`src/verilog/tx_pkg.sv`:
```
package tx_pkg;

    // Widths of the data path
    localparam int WORD_W = 16;         // Parallel word
    localparam int QUAD_W = 4;          // Half-rate stage output
    localparam int PRBS_W = 15;         // LFSR length
    localparam int QUADS_PER_WORD = WORD_W / QUAD_W;

    typedef logic [WORD_W-1:0] word_t;         // Parallel data word
    typedef logic [QUAD_W-1:0] quad_t;         // One quad, lane 0 leaves first
    typedef logic [PRBS_W-1:0] prbs_state_t;   // PRBS-15 shift register

    // Where the next word comes from
    typedef enum logic [1:0] {
        SRC_TRAIN = 2'd0,   // Fixed training pattern
        SRC_PRBS  = 2'd1,   // Internal generator
        SRC_DIN   = 2'd2    // Parallel input port
    } tx_src_t;

    // Lane control states
    typedef enum logic [1:0] {
        ST_IDLE  = 2'd0,    // Pair parked at idle level
        ST_TRAIN = 2'd1,    // Training words back to back
        ST_DATA  = 2'd2     // Locked, payload words
    } tx_state_t;

    // Defaults handed down by the top level
    localparam word_t TRAIN_WORD_DEF = 16'hF0AA;
    localparam int TRAIN_WORDS_DEF = 4;             // Words sent after enable
    localparam prbs_state_t PRBS_SEED_DEF = 15'h7FFF; // Any non-zero value

endpackage

```
`src/verilog/tx_ctrl.sv`:
```
`timescale 1ns/10ps

`default_nettype none

module tx_ctrl #(
    parameter int TRAIN_WORDS = tx_pkg::TRAIN_WORDS_DEF     // Training words per enable
) (
    input wire logic clk,
    input wire logic rst_n,
    input wire logic en,            // Lane enable level
    input wire logic sel_prbs,      // PRBS over din in data mode

    output logic word_load,         // Every 16th cycle while active
    output logic quad_load,         // Every 4th cycle while active
    output logic prbs_step,         // Generator advance
    output logic tx_on,             // Lane active
    output logic locked,            // Data mode
    output tx_pkg::tx_src_t word_src,
    output logic word_strobe        // din taken at this edge
);

import tx_pkg::*;

// Training counter sized from the parameter
localparam int TW_W = (TRAIN_WORDS > 1) ? $clog2(TRAIN_WORDS) : 1;
localparam logic [TW_W-1:0] TW_LAST = TW_W'(TRAIN_WORDS - 1);

tx_state_t state;
logic [3:0] bit_cnt;            // Bit slot inside the current word
logic [TW_W-1:0] train_cnt;     // Training words already loaded
logic word_end;                 // Last bit slot of a word

assign word_end = (bit_cnt == 4'd15);

// Main FSM, en low drops back to idle at any edge
always_ff @(posedge clk or negedge rst_n) begin
    if (!rst_n) begin
        state <= ST_IDLE;
        bit_cnt <= 4'd0;
        train_cnt <= '0;
    end else if (!en) begin
        state <= ST_IDLE;       // Partial word discarded
        bit_cnt <= 4'd0;
        train_cnt <= '0;
    end else begin
        case (state)
            ST_IDLE: begin
                state <= ST_TRAIN;      // First word_load on the next edge
                bit_cnt <= 4'd0;
                train_cnt <= '0;
            end
            ST_TRAIN: begin
                bit_cnt <= bit_cnt + 4'd1;
                if (word_end) begin
                    if (train_cnt == TW_LAST) begin
                        state <= ST_DATA;   // Next slot 0 carries data
                    end else begin
                        train_cnt <= train_cnt + 1'b1;
                    end
                end
            end
            ST_DATA: begin
                bit_cnt <= bit_cnt + 4'd1;  // Wraps every word
            end
            default: begin
                state <= ST_IDLE;
            end
        endcase
    end
end

// Strobes decoded from the counters
assign tx_on = (state != ST_IDLE);
assign word_load = tx_on && (bit_cnt == 4'd0);
assign quad_load = tx_on && (bit_cnt[1:0] == 2'd0);    // Quad 0 lines up with word_load
assign locked = (state == ST_DATA);

// Source choice, only consumed on word_load edges
always_comb begin
    case (state)
        ST_DATA: word_src = sel_prbs ? SRC_PRBS : SRC_DIN;
        default: word_src = SRC_TRAIN;
    endcase
end

assign prbs_step = word_load && (word_src == SRC_PRBS);
assign word_strobe = word_load && (word_src == SRC_DIN);   // Only din-sourced words

endmodule

`default_nettype wire

```
`src/verilog/prbs_gen.sv`:
```
`timescale 1ns/10ps

`default_nettype none

module prbs_gen #(
    parameter tx_pkg::prbs_state_t PRBS_SEED = tx_pkg::PRBS_SEED_DEF
) (
    input wire logic clk,
    input wire logic rst_n,
    input wire logic step,          // Advance by one word
    output tx_pkg::word_t prbs_word // Bits of the upcoming step
);

import tx_pkg::*;

prbs_state_t lfsr;
prbs_state_t lfsr_next;     // State after 16 shifts

// Unrolled x^15+x^14+1, first generated bit lands in bit 15
always_comb begin : unroll
    prbs_state_t s;
    logic fb;
    s = lfsr;
    for (int i = 0; i < WORD_W; i++) begin
        fb = s[14] ^ s[13];             // Taps 15 and 14
        prbs_word[WORD_W-1-i] = fb;     // MSB first
        s = {s[13:0], fb};
    end
    lfsr_next = s;
end

// One word per step
always_ff @(posedge clk or negedge rst_n) begin
    if (!rst_n) begin
        lfsr <= PRBS_SEED;
    end else if (step) begin
        lfsr <= lfsr_next;
    end
end

endmodule

`default_nettype wire

```
`src/verilog/hr_16t4_mux.sv`:
```
`timescale 1ns/10ps

`default_nettype none

module hr_16t4_mux #(
    parameter tx_pkg::word_t TRAIN_WORD = tx_pkg::TRAIN_WORD_DEF
) (
    input wire logic clk,
    input wire logic rst_n,
    input wire logic word_load,             // Take a new word
    input wire logic quad_load,             // Issue the next quad
    input wire tx_pkg::tx_src_t word_src,
    input wire tx_pkg::word_t din,          // Parallel input
    input wire tx_pkg::word_t prbs_word,    // Generator output
    output tx_pkg::quad_t quad              // To the quarter-rate stage
);

import tx_pkg::*;

word_t sel_word;    // Chosen source
word_t il_word;     // Interleaved, quad n at [4n+3:4n]
word_t word_reg;    // Quads still waiting

// Source mux
always_comb begin
    case (word_src)
        SRC_PRBS: sel_word = prbs_word;
        SRC_DIN:  sel_word = din;
        default:  sel_word = TRAIN_WORD;
    endcase
end

// Lane j of quad n carries word bit 15-4n-j
always_comb begin
    for (int n = 0; n < QUADS_PER_WORD; n++) begin
        for (int j = 0; j < QUAD_W; j++) begin
            il_word[QUAD_W*n + j] = sel_word[WORD_W-1 - QUAD_W*n - j];
        end
    end
end

// Output quad register
always_ff @(posedge clk or negedge rst_n) begin
    if (!rst_n) begin
        quad <= '0;
    end else if (quad_load) begin
        quad <= word_load ? il_word[QUAD_W-1:0]     // Quad 0 straight through
                          : word_reg[QUAD_W-1:0];
    end
end

// Remaining quads shift down by one quad per load
always_ff @(posedge clk) begin
    if (word_load) begin
        word_reg <= il_word >> QUAD_W;
    end else if (quad_load) begin
        word_reg <= word_reg >> QUAD_W;
    end
end

endmodule

`default_nettype wire

```
`src/verilog/qr_4t1_mux.sv`:
```
`timescale 1ns/10ps

`default_nettype none

module qr_4t1_mux (
    input wire logic clk,
    input wire logic rst_n,
    input wire logic quad_load,         // Quad valid one cycle later
    input wire logic tx_on,             // Lane active
    input wire tx_pkg::quad_t quad,     // From half-rate stage
    output logic dout_p,                // Serial data
    output logic dout_n                 // Its complement
);

import tx_pkg::*;

quad_t sr;          // Bit shifter, bit 0 goes out next
logic ld_q;         // quad_load delayed to match the quad register
logic on_q;         // tx_on seen at the previous edge

// Control delays
always_ff @(posedge clk or negedge rst_n) begin
    if (!rst_n) begin
        ld_q <= 1'b0;
        on_q <= 1'b0;
    end else begin
        ld_q <= quad_load;
        on_q <= tx_on;
    end
end

// Lane 0 first, then 1, 2, 3
always_ff @(posedge clk) begin
    if (!tx_on) begin
        sr <= '0;               // Flush stale bits while idle
    end else if (ld_q) begin
        sr <= quad;
    end else begin
        sr <= sr >> 1;
    end
end

// Output pair, idle is p low and n high
always_ff @(posedge clk or negedge rst_n) begin
    if (!rst_n) begin
        dout_p <= 1'b0;
        dout_n <= 1'b1;
    end else if (!on_q) begin
        dout_p <= 1'b0;         // Forced idle
        dout_n <= 1'b1;
    end else begin
        dout_p <= sr[0];
        dout_n <= ~sr[0];       // Registered complement
    end
end

endmodule

`default_nettype wire

```
`src/verilog/tx_top.sv`:
```
`timescale 1ns/10ps

`default_nettype none

module tx_top #(
    parameter tx_pkg::word_t TRAIN_WORD = tx_pkg::TRAIN_WORD_DEF,       // Training pattern
    parameter int TRAIN_WORDS = tx_pkg::TRAIN_WORDS_DEF,                // Words after enable
    parameter tx_pkg::prbs_state_t PRBS_SEED = tx_pkg::PRBS_SEED_DEF    // LFSR start value
) (
    input wire logic clk,               // Bit-rate clock
    input wire logic rst_n,
    input wire logic en,                // Lane enable
    input wire logic sel_prbs,          // PRBS instead of din
    input wire tx_pkg::word_t din,      // Sampled at word_strobe

    output logic word_strobe,           // din taken
    output logic locked,                // Data mode
    output logic dout_p,                // Serial pair
    output logic dout_n
);

import tx_pkg::*;

// Control strobes
logic word_load;
logic quad_load;
logic prbs_step;
logic tx_on;
tx_src_t word_src;

// Data path
word_t prbs_word;   // Generator to half-rate stage
quad_t quad;        // Half-rate to quarter-rate stage

// Counters, FSM and all strobes
tx_ctrl #(
    .TRAIN_WORDS(TRAIN_WORDS)
) ctrl0 (
    .clk(clk),
    .rst_n(rst_n),
    .en(en),
    .sel_prbs(sel_prbs),
    .word_load(word_load),
    .quad_load(quad_load),
    .prbs_step(prbs_step),
    .tx_on(tx_on),
    .locked(locked),
    .word_src(word_src),
    .word_strobe(word_strobe)
);

// PRBS-15 word source
prbs_gen #(
    .PRBS_SEED(PRBS_SEED)
) prbs0 (
    .clk(clk),
    .rst_n(rst_n),
    .step(prbs_step),
    .prbs_word(prbs_word)
);

// Word to quads
hr_16t4_mux #(
    .TRAIN_WORD(TRAIN_WORD)
) hr_mux_16t4_0 (
    .clk(clk),
    .rst_n(rst_n),
    .word_load(word_load),
    .quad_load(quad_load),
    .word_src(word_src),
    .din(din),
    .prbs_word(prbs_word),
    .quad(quad)
);

// Quads to bits, drives the pair
qr_4t1_mux qr_mux_4t1_0 (
    .clk(clk),
    .rst_n(rst_n),
    .quad_load(quad_load),
    .tx_on(tx_on),
    .quad(quad),
    .dout_p(dout_p),
    .dout_n(dout_n)
);

endmodule

`default_nettype wire

```
`config.mk`:
```
export PLATFORM = sky130hd
export DESIGN_NAME = tx_top
export DESIGN_NICKNAME = d
export VERILOG_FILES = /design/src/verilog/tx_pkg.sv /design/src/verilog/tx_ctrl.sv /design/src/verilog/prbs_gen.sv /design/src/verilog/hr_16t4_mux.sv /design/src/verilog/qr_4t1_mux.sv /design/src/verilog/tx_top.sv
export SDC_FILE = /design/constraint.sdc
export NUM_CORES = 1
export LEC_CHECK = 0
export ABC_AREA = 1
export BUFFER_PORTS_ARGS = -buffer_cell sky130_fd_sc_hd__clkbuf_2
export CAP_MARGIN = 20
export CELL_PAD_IN_SITES_DETAIL_PLACEMENT = 1
export CELL_PAD_IN_SITES_GLOBAL_PLACEMENT = 1
export CORE_MARGIN = 4
export CORE_UTILIZATION = 44
export DETAILED_ROUTE_END_ITERATION = 6
export PLACE_DENSITY = 0.86
export SKIP_CTS_REPAIR_TIMING = 1
export SLEW_MARGIN = 20
export SYNTH_ARGS = -nofsm -noshare
export SYNTH_HDL_FRONTEND = slang
export SYNTH_SLANG_ARGS = --single-unit
```
`constraint.sdc`:
```
create_clock -name clk -period 2.1 [get_ports clk]
set_clock_uncertainty 0.1 [all_clocks]
set_input_delay 0.63 -clock clk [delete_from_list [all_inputs] [get_ports clk]]
set_output_delay 0.63 -clock clk [all_outputs]
set_load 0.005 [all_outputs]
```
After elaboration in Yosys (flattened, before gate mapping). Index checks and enable logic that the tools add are counted.

Register bits after elaboration: 47. Latch bits: 0. RAM bits: 0. Memory bits (read-only): 0. Bits of input ports: 20. Word-level logic and storage cells: 75. Memories: 0.

Add/sub/neg operators: 2. $mul: 0. Div/mod/pow operators: 0. Magnitude comparators: 0. Equality and inequality tests: 12. Shift operators: 0. Multiplexer cells: 19. Bitwise gates (word level): 17. Reduce and logical (&&, ||, !) cells: 13.

Operators by type and width (number): $pmux W16 S2 (1); $mux W12 (2); $mux W2 (8); $xor A1 B1 Y1 (16); $ne A3 B2 Y1 const B (3); $mux W4 (2); $pmux W4 S2 (1); $eq A2 B2 Y1 const B (3); $pmux W2 S3 (1); $reduce_and A3 Y1 (2); $add A4 B1 Y4 const B (1); $eq A2 B1 Y1 const B (2); $eq A4 B4 Y1 const B (1); $logic_and A1 B1 Y1 (4); $logic_not A2 Y1 (2); $logic_not A4 Y1 (1); $pmux W2 S2 (1); $reduce_bool A2 Y1 (2); $mux W3 (1); $ne A3 B1 Y1 const B (1); $ne A3 B3 Y1 const B (1); $add A2 B1 Y2 const B (1); $mux W1 (2); $ne A2 B2 Y1 const B (1); 3 further kinds (3).

Depth between registers and ports, before layout. Gate-level depths: netlist of the first run.

Depth in word-level cells: 5. Mapped depth: 9. Mapped depth without buffers: 8.

Cells and area by module. Synthesis of the first run repeated with hierarchy kept, for this count alone.

Cells, all modules: 321. Area, all modules: 2571.2 µm².

By module, submodules not included: hr_16t4_mux (times used 1, cells an instance 124, area each 960.9 µm², sequential area each 460.4 µm²); prbs_gen (times used 1, cells an instance 96, area each 797.0 µm², sequential area each 394.1 µm²); tx_ctrl (times used 1, cells an instance 75, area each 561.8 µm², sequential area each 200.2 µm²); qr_4t1_mux (times used 1, cells an instance 26, area each 251.5 µm², sequential area each 181.4 µm²).

Worst setup path before layout of the first run. OpenSTA, ideal clock, no wires.

Path kind: register to output. From: register ctrl0.bit_cnt[0]. To: output port word_strobe. Arrival time: 1119 ps. Data required time: 1370 ps. Path slack: 251 ps. Cell stages (with the launch flop): 7. Buffers on the path: 0. Cell sequence: dfrtp_1 -> inv_1 -> ha_1 -> inv_2 -> nor2_4 -> nand2_4 -> nor2_4.

Word-level cells in the longest chain between the ends: 3.

RTL lines: start: declaration (RTL line tx_ctrl.sv:29) `logic [3:0] bit_cnt;`; start signal: assignment (RTL line tx_ctrl.sv:53) `bit_cnt <= bit_cnt + 4'd1;`; start signal: assignment (RTL line tx_ctrl.sv:63) `bit_cnt <= bit_cnt + 4'd1;`; $logic_not A4 Y1 (RTL line tx_ctrl.sv:74) `assign word_load = tx_on && (bit_cnt == 4'd0);`; $logic_and A1 B1 Y1 (RTL line tx_ctrl.sv:74); $logic_and A1 B1 Y1 (RTL line tx_ctrl.sv:87) `assign word_strobe = word_load && (word_src == SRC_DIN);`; end: declaration (RTL line tx_top.sv:16) `output logic word_strobe,`.

Every way passes these cells.

Worst setup path in the final report of the first run.
From: register ctrl0.bit_cnt[1]. To: output port word_strobe.

The elaborated chain is that of the path after synthesis.

==> summary.txt, run 1 <==
Vias/cell -> 5.02
number of failing setup endpoints in the final timing report -> 1
RSZ-0062 raised after global routing -> true
WHS -> 0.154 ns
final count of hold timing violations -> 0
Pwr Density -> 1000 nW/um^2
number of I/O port buffers -> 23
multi-input combinational cell area -> 1040 sq um
top cell family by delay on the critical path -> flip-flops
share of final-layout standard cells stronger than drive strength 1 -> 24.7%
area of the die -> 6700 sq um
chip height -> 81.9 um
Gate Count Post-Synth -> 280
post-DP HPWL -> 4340 um
core region area -> 5200 sq um
final count of pins violating max slew -> 0
number of flip-flops under the largest register name -> 15
worst path bufs/invs -> 3
async set-or-reset flop fraction in the synthesized netlist -> 66.0%
Antenna Cells -> 0
top_reg_cell synth -> sky130_fd_sc_hd__dfstp_2
cts bufs inserted -> 5
Yosys warnings -> 0
worst stage delay on the critical path -> 0.42 ns
class of the tightest hold or removal check -> in2async
aggregate global-route resource usage -> 19.3%
detailed-routing iteration count for the pre-antenna-repair pass -> 4
Syn Area/Cell -> 8.57 sq um
post-synth cell types -> 28
x dimension of the die -> 81.9 um
drt initial violations -> 38
post-layout minimum cycle time -> 2.18 ns
Worst EP required -> 1.37 ns
arrival time reported for the critical path endpoint -> 1.45 ns
complex-gate fraction of the synthesized area -> 5.74%
slew at the pin closest to its max-slew limit -> 0.301 ns
overall via count from detail_route -> 1957
Final Routed Wirelength -> 5860 um
number of fill cells -> 657
Max-Cap Viols -> 0
number of buffers on the longest clock path -> 2
fraction of the mapped netlist area in adder cells -> 3.13%
Worst setup SP type -> flop
antenna violations before repair -> 0
post-synth top area cell -> sky130_fd_sc_hd__dfstp_2
detailed-route wire length per cell -> 15.0 um
global-route wire length before repair -> 9560 um
mux share of post-synthesis cell area -> 0%
number of global-route vias before repair -> 2099
Placed Area -> 2640 sq um
total congestion overflow after global routing -> 0
largest family of logic cells by synthesized area -> simple AND/OR/NAND/NOR gates
clock tree from TritonCTS -> built
most frequent cell after synthesis -> sky130_fd_sc_hd__nand2_1
endpoint kind of the worst setup timing path -> output port
Syn Nets -> 306
post-synthesis instance area -> 2400 sq um
starting density of the core -> 46.1%
cell type of the slowest stage on the worst timing path -> sky130_fd_sc_hd__dfrtp_1
Final #Nets -> 345
final non-filler cell area -> 2810 sq um
master cell of the clock root buffer -> sky130_fd_sc_hd__clkbuf_8
pin count of the biggest net entering global routing -> 32
largest fanout of any net on the critical path -> 3
final setup slack of the worst path -> -0.0838 ns
Sink Count -> 47
leading cell types by total area after synthesis -> sky130_fd_sc_hd__dfstp_2 (18%), sky130_fd_sc_hd__dfrtp_1 (16%), sky130_fd_sc_hd__edfxtp_1 (15%)
part of the cycle the worst path needs -> 104%
Fmax achieved -> 458 MHz
area overhead of the layout relative to synthesis -> 16.9%
number of design rule violations left after detail routing -> 0
fraction of synthesized cell area in xor and xnor cells -> 4.01%
floorplan row count -> 26
H-tree lvl count -> 2
CTS clk-pin slew, worst paths -> 0.10 ns
highest ir drop seen on vdd -> 0.610 mV
simple-gate portion of the synthesized area -> 29.8%
sequence of cells on the critical path -> inv_2 -> ha_4 -> inv_2 -> nor2_4 -> nand2_4 -> nor2_4 -> clkbuf_2
critical path type -> reg2out
total area of sequential cells -> 1240 sq um
latest clock arrival within the worst-skew pair -> 0.32 ns
violations in the final reports -> negative setup slack
synthesized flop and latch total -> 47
Slew headroom -> 79.8%
routability congestion estimate -> 0.793
share of the synthesized area in the top cell type -> 17.5%
IO Pins -> 24
Post-synth EDFFs -> 12
result of the run -> complete, but fails checks
count of nets left with antenna violations after detail routing -> 0
most common library cells after synthesis -> sky130_fd_sc_hd__nand2_1 (94), sky130_fd_sc_hd__nor2_1 (34), sky130_fd_sc_hd__inv_1 (28)
part of the Yosys area used for sequential elements -> 51.5%
P_leak -> 1.44 nW
[layer usage]
layer  wire length (um)  global-route usage, %  up-vias  part of all wire (%)
met2               3070                   36.1       33                    52
met3                208                   4.28       15                   3.5
met5                  0                      0        -                     0
met1               2450                   21.0      946                    42
li1                   -                      -      963                     -
met4                139                   7.48        0                   2.4
[power breakdown]
group	switching (mW)	total, mW	internal (mW)
registers	0.0915	1.30	1.21
logic	0.521	0.857	0.337
clock network	0.344	0.658	0.314
[final timing paths]
| path | cells past startpoint | slack, ns | start | end |
|---|---|---|---|---|
| max | 7 | -0.08 | ctrl0.bit_cnt[1] | word_strobe |
| min | 2 | 0.15 | rst_n | qr_mux_4t1_0.on_q |
| max reg2reg | 9 | 0.21 | ctrl0.state[0] | hr_mux_16t4_0.quad[0] |
| min reg2reg | 1 | 0.29 | qr_mux_4t1_0.sr[0] | qr_mux_4t1_0.dout_n |
| max in group asynchronous | 2 | 1.49 | rst_n | prbs0.lfsr[8] |
| min in group clk | 1 | 0.29 | qr_mux_4t1_0.sr[0] | qr_mux_4t1_0.dout_n |
[logic make-up after synthesis]
logic type,after synthesis
flip-flops,47
buffers and inverters,33
AND/OR/NAND/NOR,161
XOR/XNOR,11
adder cells (fa/ha/maj),6
AO/OA/AOI/OAI,22
[cell type report]
type                    count  area share (%)
inverters                  30            4.01
flip-flops and latches     47            44.0
clock inverters             2           0.624
repair buffers             35            7.76
clock buffers               6            3.34
well taps                  70            3.12
multi-input cells         200            37.1
[per-stage QoR]
step / setup TNS, ns / util [%] / setup WS [ns] / cells / power, mW
5_1_grt: -0.159 / 53.9 / -0.159 / 390 / 3.00
3_3_place_gp: 0 / 50.7 / 0.227 / 377 / 2.06
2_1_floorplan: 0 / - / 0.251 / 280 / 1.85
3_5_place_dp: 0 / 50.7 / 0.205 / 377 / 2.12
6_report: -0.0838 / 53.9 / -0.0838 / 390 / 2.81
4_1_cts: -0.133 / 52.9 / -0.133 / 385 / 2.79
[worst reg2reg max path: stages (launching register included)]
cell and delay, ns:
sky130_fd_sc_hd__dfrtp_1 0.38, sky130_fd_sc_hd__inv_1 0.07, sky130_fd_sc_hd__ha_2 0.21, sky130_fd_sc_hd__buf_4 0.15, sky130_fd_sc_hd__inv_2 0.13, sky130_fd_sc_hd__nand2_4 0.12, sky130_fd_sc_hd__nor2_8 0.19, sky130_fd_sc_hd__nand2_2 0.20
sky130_fd_sc_hd__nor2_1 0.17, sky130_fd_sc_hd__nor2_1 0.07
[layout by cell type, fill, tap and decap left out, types with 2 or more instances in the layout]
cell type                  netlist  routed
sky130_fd_sc_hd__buf_4           0      11
sky130_fd_sc_hd__clkbuf_2        0      23
sky130_fd_sc_hd__clkbuf_8        0       5
sky130_fd_sc_hd__dfrtp_1        15      15
sky130_fd_sc_hd__dfstp_2        16      16
sky130_fd_sc_hd__dfxtp_1         4       4
sky130_fd_sc_hd__edfxtp_1       12      12
sky130_fd_sc_hd__ha_1            6       3
sky130_fd_sc_hd__ha_2            0       2
sky130_fd_sc_hd__inv_1          28      26
sky130_fd_sc_hd__inv_2           2       4
sky130_fd_sc_hd__nand2_1        94      94
sky130_fd_sc_hd__nand2_2         2       2
sky130_fd_sc_hd__nand2_4         2       2
sky130_fd_sc_hd__nand3_1        18      18
sky130_fd_sc_hd__nand4_1         4       4
sky130_fd_sc_hd__nor2_1         34      34
sky130_fd_sc_hd__nor2_4          2       2
sky130_fd_sc_hd__nor2_8          2       2
sky130_fd_sc_hd__o21a_1          5       5
sky130_fd_sc_hd__o21ai_0        11      11
sky130_fd_sc_hd__o21ai_2         3       3
sky130_fd_sc_hd__xnor2_1         2       2
sky130_fd_sc_hd__xor2_1          9       9
No activity file was read; power rests on OpenSTA's default activity.
==> run 2: changes to the inputs <==
- CELL_PAD_IN_SITES_DETAIL_PLACEMENT: 1 -> default
- CELL_PAD_IN_SITES_GLOBAL_PLACEMENT: 1 -> default
- CORE_UTILIZATION: 44 -> 58
- PLACE_DENSITY: 0.86 -> 0.91
- clock period: 2.1 -> 2.12 ns (I/O delays scaled with it)
==> run 2 against run 1 <==
Against the previous run:
- the flow still finishes with violations (negative setup slack)
- register-to-register slack improved by 0.10 ns
- non-clock buffer count did not move
- sequential cell count did not move
- clock power fell by 4.3%
- via count fell by 2.1%
- wire length fell by 14%
- die area fell by 22%
- largest power group unchanged
==> summary.txt, run 2 (same netlist as run 1, synthesis figures left out) <==
total area of sequential cells -> 1240 sq um (unchanged)
part of the cycle the worst path needs -> 103%
core utilization of the finished layout -> 69.3% (+15 points)
starting density of the core -> 60.0% (+14 points)
Slew headroom -> 72.8% (-7.0 points)
share of final-layout standard cells stronger than drive strength 1 -> 24.4% (-0.31 points)
IO Pins -> 24 (unchanged)
WHS -> 0.147 ns (-0.00690 ns)
number of I/O port buffers -> 23 (unchanged)
most numerous cell on the critical path -> sky130_fd_sc_hd__nor2_4
cts bufs inserted -> 5 (unchanged)
final count of hold timing violations -> 0 (unchanged)
sequence of cells on the critical path -> inv_1 -> ha_2 -> nor2_4 -> nand2_4 -> nor2_4 -> clkbuf_2
detailed-route wire length per cell -> 13.6 um (-9.8%)
multi-input combinational cell area -> 1040 sq um (unchanged)
largest fanout of any net on the critical path -> 5 (+2)
Sink Count -> 47 (unchanged)
aggregate global-route resource usage -> 21.3% (+2.0 points)
Max-Cap Viols -> 0 (unchanged)
reg2reg start -> ctrl0.state[0]
area of the die -> 5230 sq um (-22%)
Antenna Cells -> 0 (unchanged)
CTS clk-pin slew, worst paths -> 0.09 ns (about the same)
chip height -> 72.3 um (-12%)
result of the run -> complete, but fails checks
count of nets left with antenna violations after detail routing -> 0 (unchanged)
final count of pins violating max slew -> 0 (unchanged)
R2R cell count -> 7 (-2)
H-tree lvl count -> 2 (unchanged)
drt initial violations -> 104 (+170%)
final non-filler cell area -> 2770 sq um (-1.3%)
Final #Nets -> 345 (unchanged)
final setup slack of the worst path -> -0.0570 ns (+0.0267 ns)
summed negative setup slack over all endpoints -> -0.0570 ns (+0.0267 ns)
latest clock arrival within the worst-skew pair -> 0.30 ns (-0.02 ns)
worst stage delay on the critical path -> 0.38 ns (-0.04 ns)
routability congestion estimate -> 0.848 (+6.9%)
class of the tightest hold or removal check -> in2async
post-layout minimum cycle time -> 2.18 ns
core region area -> 4000 sq um (-23%)
PnR Total Power -> 2.73 mW (-2.9%)
violations in the final reports -> negative setup slack
global-route wire length before repair -> 8530 um (-11%)
cell type of the slowest stage on the worst timing path -> sky130_fd_sc_hd__dfrtp_1
arrival time reported for the critical path endpoint -> 1.44 ns (about the same)
origin of the worst setup path -> ctrl0.state[0]
area overhead of the layout relative to synthesis -> 15.4%
leading cell type in the layout, fill and taps excluded -> sky130_fd_sc_hd__nand2_1
slew at the pin closest to its max-slew limit -> 0.409 ns (+0.107 ns)
total congestion overflow after global routing -> 0 (unchanged)
master cell of the clock root buffer -> sky130_fd_sc_hd__clkbuf_8
Fmax achieved -> 459 MHz
Worst setup SP type -> flop
overall via count from detail_route -> 1916 (-2.1%)
pin count of the biggest net entering global routing -> 18 (-44%)
Vias/cell -> 5.18 (+3.2%)
number of design rule violations left after detail routing -> 0 (unchanged)
antenna violations before repair -> 0 (unchanged)
x dimension of the die -> 72.3 um (-12%)
floorplan row count -> 23 (-12%)
number of global-route vias before repair -> 1915 (-8.8%)
P_leak -> 1.44 nW (about the same)
number of fill cells -> 309 (-53%)
detailed-routing iteration count for the pre-antenna-repair pass -> 4 (unchanged)
number of flip-flops under the largest register name -> 15 (unchanged)
endpoint kind of the worst setup timing path -> output port
post-DP HPWL -> 3660 um (-16%)
Placed Area -> 2600 sq um (-1.4%)
commonest cells after routing, fill and taps aside -> sky130_fd_sc_hd__nand2_1 (94), sky130_fd_sc_hd__nor2_1 (34), sky130_fd_sc_hd__inv_1 (27), sky130_fd_sc_hd__clkbuf_2 (23), sky130_fd_sc_hd__nand3_1 (18)
Final Routed Wirelength -> 5020 um (-14%)
highest ir drop seen on vdd -> 0.648 mV (+6.3%)
number of buffers on the longest clock path -> 2 (unchanged)
critical path type -> reg2out
clock tree from TritonCTS -> built
Pwr Density -> 986 nW/um^2 (-1.6%)
Worst EP required -> 1.38 ns (about the same)
number of failing setup endpoints in the final timing report -> 1 (unchanged)
RSZ-0062 raised after global routing -> true
run 2: critical path, delay by kind of cell, from the launching register on:
kind	cells	cell delay, ns
fa+ha+maj	1	0.23
buf+inv	2	0.20
flops	1	0.38
simple gates	3	0.34
run 2: area by class of cell:
cell class	instances	share of cell area (%)
flip-flops and latches	47	44.6
multi-input cells	200	37.6
repair buffers	35	7.41
inverters	30	4.07
clock buffers	7	3.88
well taps	50	2.26
clock inverters	1	0.181
run 2: layer usage:
metal	vias up	share of wire (%)	wire, um	GRT usage [%]
met2	47	52	2630	37.0
met1	898	42	2090	25.3
met3	11	3.6	183	4.71
met4	0	2.4	119	8.98
li1	960	-	-	-
met5	-	0	0	0
run 2: worst paths after layout:
kind / endpoint / slack (ns)
setup / recovery: word_strobe / -0.06
hold / removal: qr_mux_4t1_0.dout_p / 0.15
setup reg to reg: hr_mux_16t4_0.quad[0] / 0.31
hold reg to reg: qr_mux_4t1_0.dout_n / 0.29
max in group asynchronous: prbs0.lfsr[7] / 1.20
min in group clk: qr_mux_4t1_0.dout_n / 0.29
run 2: power breakdown:
group / switching [mW] / leakage (nW) / internal (mW)
combinational: 0.495 / 0.875 / 0.322
sequential: 0.0895 / 0.502 / 1.19
clock: 0.296 / 0.0594 / 0.334
run 2: stage by stage:
stage,instances,setup slack (ns)
after floorplan,280,0.265
after global placement,357,0.254
after detailed placement,357,0.206
after CTS,365,-0.128
after global routing,370,-0.117
final,370,-0.0570
==> run 3: changes to the inputs <==
- CELL_PAD_IN_SITES_DETAIL_PLACEMENT: default -> 1
- CELL_PAD_IN_SITES_GLOBAL_PLACEMENT: default -> 2
- CORE_UTILIZATION: 58 -> 35
- PLACE_DENSITY: 0.91 -> 0.9
==> run 3 against run 2 <==
Against the previous run:
- the flow still finishes with violations (negative setup slack)
- register-to-register slack got worse by 0.03 ns
- first-iteration DRC count fell by 60%
- count of clock-buffer cells in the layout stayed put
- non-clock buffer count unchanged
- sequential share of layout area is 0.44 points lower
- maximum frequency grew 0.23%
- critical endpoint unchanged
- largest cell class unchanged
==> summary.txt, run 3 (same netlist as run 1, synthesis figures left out) <==
final count of pins violating max slew -> 0 (unchanged)
share of final-layout standard cells stronger than drive strength 1 -> 23.8% (-0.63 points)
cell type of the slowest stage on the worst timing path -> sky130_fd_sc_hd__dfrtp_1
result of the run -> complete, but fails checks
Final #Nets -> 345 (unchanged)
number of design rule violations left after detail routing -> 0 (unchanged)
core region area -> 6490 sq um (+62%)
highest ir drop seen on vdd -> 0.330 mV (-49%)
total congestion overflow after global routing -> 0 (unchanged)
top cell family by delay on the critical path -> flip-flops
largest fanout of any net on the critical path -> 3 (-2)
drt initial violations -> 42 (-60%)
H-tree lvl count -> 2 (unchanged)
class of the tightest hold or removal check -> in2async
WHS -> 0.220 ns (+0.0727 ns)
global-route wire length before repair -> 9590 um (+12%)
Sink Count -> 47 (unchanged)
latest clock arrival within the worst-skew pair -> 0.30 ns (about the same)
starting density of the core -> 36.9% (-23 points)
number of global-route vias before repair -> 1991 (+4.0%)
endpoint kind of the worst setup timing path -> output port
number of flip-flops under the largest register name -> 15 (unchanged)
chip height -> 90.8 um (+26%)
Placed Area -> 2650 sq um (+1.9%)
Final Routed Wirelength -> 5730 um (+14%)
number of I/O port buffers -> 23 (unchanged)
RSZ-0062 raised after global routing -> true
overall via count from detail_route -> 1904 (-0.63%)
worst path bufs/invs -> 3 (+1)
Pwr Density -> 991 nW/um^2 (+0.50%)
P_leak -> 1.43 nW (-0.50%)
worst stage delay on the critical path -> 0.42 ns (+0.04 ns)
Worst EP required -> 1.38 ns (about the same)
WL met3 -> 203 um (+11%)
placed instance count -> 386 (+8.1%)
post-place setup slack -> 0.223 ns (+0.0175 ns)
number of gates on the worst path with buffers counted -> 7 (+1)
routability congestion estimate -> 0.765 (-9.8%)
origin of the worst setup path -> ctrl0.bit_cnt[1]
antenna violations before repair -> 0 (unchanged)
detailed-route wire length per cell -> 14.4 um (+6.4%)
Antenna Cells -> 0 (unchanged)
core utilization of the finished layout -> 43.1% (-26 points)
critical path type -> reg2out
final setup slack of the worst path -> -0.0521 ns (+0.00494 ns)
Slew headroom -> 60.6% (-12 points)
aggregate global-route resource usage -> 14.6% (-6.7 points)
Worst setup SP type -> flop
commonest cells after routing, fill and taps aside -> sky130_fd_sc_hd__nand2_1 (94), sky130_fd_sc_hd__nor2_1 (34), sky130_fd_sc_hd__inv_1 (26), sky130_fd_sc_hd__clkbuf_2 (22), sky130_fd_sc_hd__nand3_1 (18)
Fmax achieved -> 460 MHz (+0.23%)
R2R cell count -> 9 (+2)
detailed-routing iteration count for the pre-antenna-repair pass -> 4 (unchanged)
x dimension of the die -> 90.8 um (+26%)
floorplan row count -> 29 (+26%)
Max-Cap Viols -> 0 (unchanged)
area overhead of the layout relative to synthesis -> 16.6%
Met1 Wirelength -> 2650 um (+27%)
post-route insts no fill -> 397 (+7.3%)
number of buffers on the longest clock path -> 2 (unchanged)
leading cell type in the layout, fill and taps excluded -> sky130_fd_sc_hd__nand2_1
master cell of the clock root buffer -> sky130_fd_sc_hd__clkbuf_8
CTS clk-pin slew, worst paths -> 0.09 ns (about the same)
cts bufs inserted -> 5 (unchanged)
post-layout minimum cycle time -> 2.17 ns (-0.00494 ns)
Highest Signal Layer -> met4
count of nets left with antenna violations after detail routing -> 0 (unchanged)
IO Pins -> 24 (unchanged)
slew at the pin closest to its max-slew limit -> 0.591 ns (+0.182 ns)
part of the cycle the worst path needs -> 102% (-0.23 points)
pin count of the biggest net entering global routing -> 23 (+5)
sequence of cells on the critical path -> inv_2 -> ha_4 -> inv_4 -> nor2_4 -> nand2_4 -> nor2_4 -> buf_2
arrival time reported for the critical path endpoint -> 1.44 ns (about the same)
post-DP HPWL -> 4330 um (+18%)
most numerous cell on the critical path -> sky130_fd_sc_hd__nor2_4
Vias/cell -> 4.80 (-7.4%)
final count of hold timing violations -> 0 (unchanged)
number of fill cells -> 792 (+160%)
clock tree from TritonCTS -> built
routed length on met2 -> 2830 um (+7.4%)
final non-filler cell area -> 2800 sq um (+0.99%)
violations in the final reports -> negative setup slack
number of failing setup endpoints in the final timing report -> 1 (unchanged)
area of the die -> 8250 sq um (+58%)
reg2reg start -> ctrl0.state[0]
endpoint of the worst register-to-register path -> hr_mux_16t4_0.quad[0]
worst-case register-to-register setup slack -> 0.28 ns (-0.03 ns)
crit path to -> word_strobe
run 3: worst register-to-register path, delay by kind of cell, from the launching register on:
family | cells | cell delay, ns
buffers and inverters | 3 | 0.35
flip-flops | 1 | 0.38
AND/OR/NAND/NOR | 5 | 0.70
adder cells (fa/ha/maj) | 1 | 0.21
run 3: per-stage QoR:
stage          total power, mW  setup TNS, ns
2_1_floorplan             1.83              0
3_3_place_gp              2.07              0
3_5_place_dp              2.10              0
4_1_cts                   2.77        -0.0923
5_1_grt                   2.98         -0.147
6_report                  2.77        -0.0521
run 3: final cells by class:
type                       instances  area [sq um]  share of cell area, %
sequential                        47          1240                   44.2
timing repair buffer              35           205                   7.33
tap                               77          96.3                   3.44
clock inverter                     1          30.0                   1.07
multi-input combinational        200          1040                   37.1
clock buffer                       7          76.3                   2.73
inverter                          30           115                   4.11
run 3: power by group:
part	total (mW)	switching, mW	internal [mW]
logic	0.830	0.508	0.322
clock network	0.656	0.303	0.353
registers	1.29	0.0916	1.19
total	2.77	0.902	1.87
run 3: worst min path at each step:
stage / to / startpoint / slack, ns
2_1_floorplan: ctrl0.bit_cnt[0] / rst_n / 0.24
3_3_place_gp: qr_mux_4t1_0.dout_n / qr_mux_4t1_0.sr[0] / 0.26
3_5_place_dp: qr_mux_4t1_0.dout_n / qr_mux_4t1_0.sr[0] / 0.27
4_1_cts: qr_mux_4t1_0.dout_p / rst_n / 0.23
5_1_grt: qr_mux_4t1_0.dout_p / rst_n / 0.26
6_report: qr_mux_4t1_0.dout_p / rst_n / 0.22
run 3: per-layer routing:
metal,GRT usage (%),vias up
met5,0,-
met1,18.9,919
met4,4.02,0
met2,24.5,24
li1,-,956
met3,3.33,5
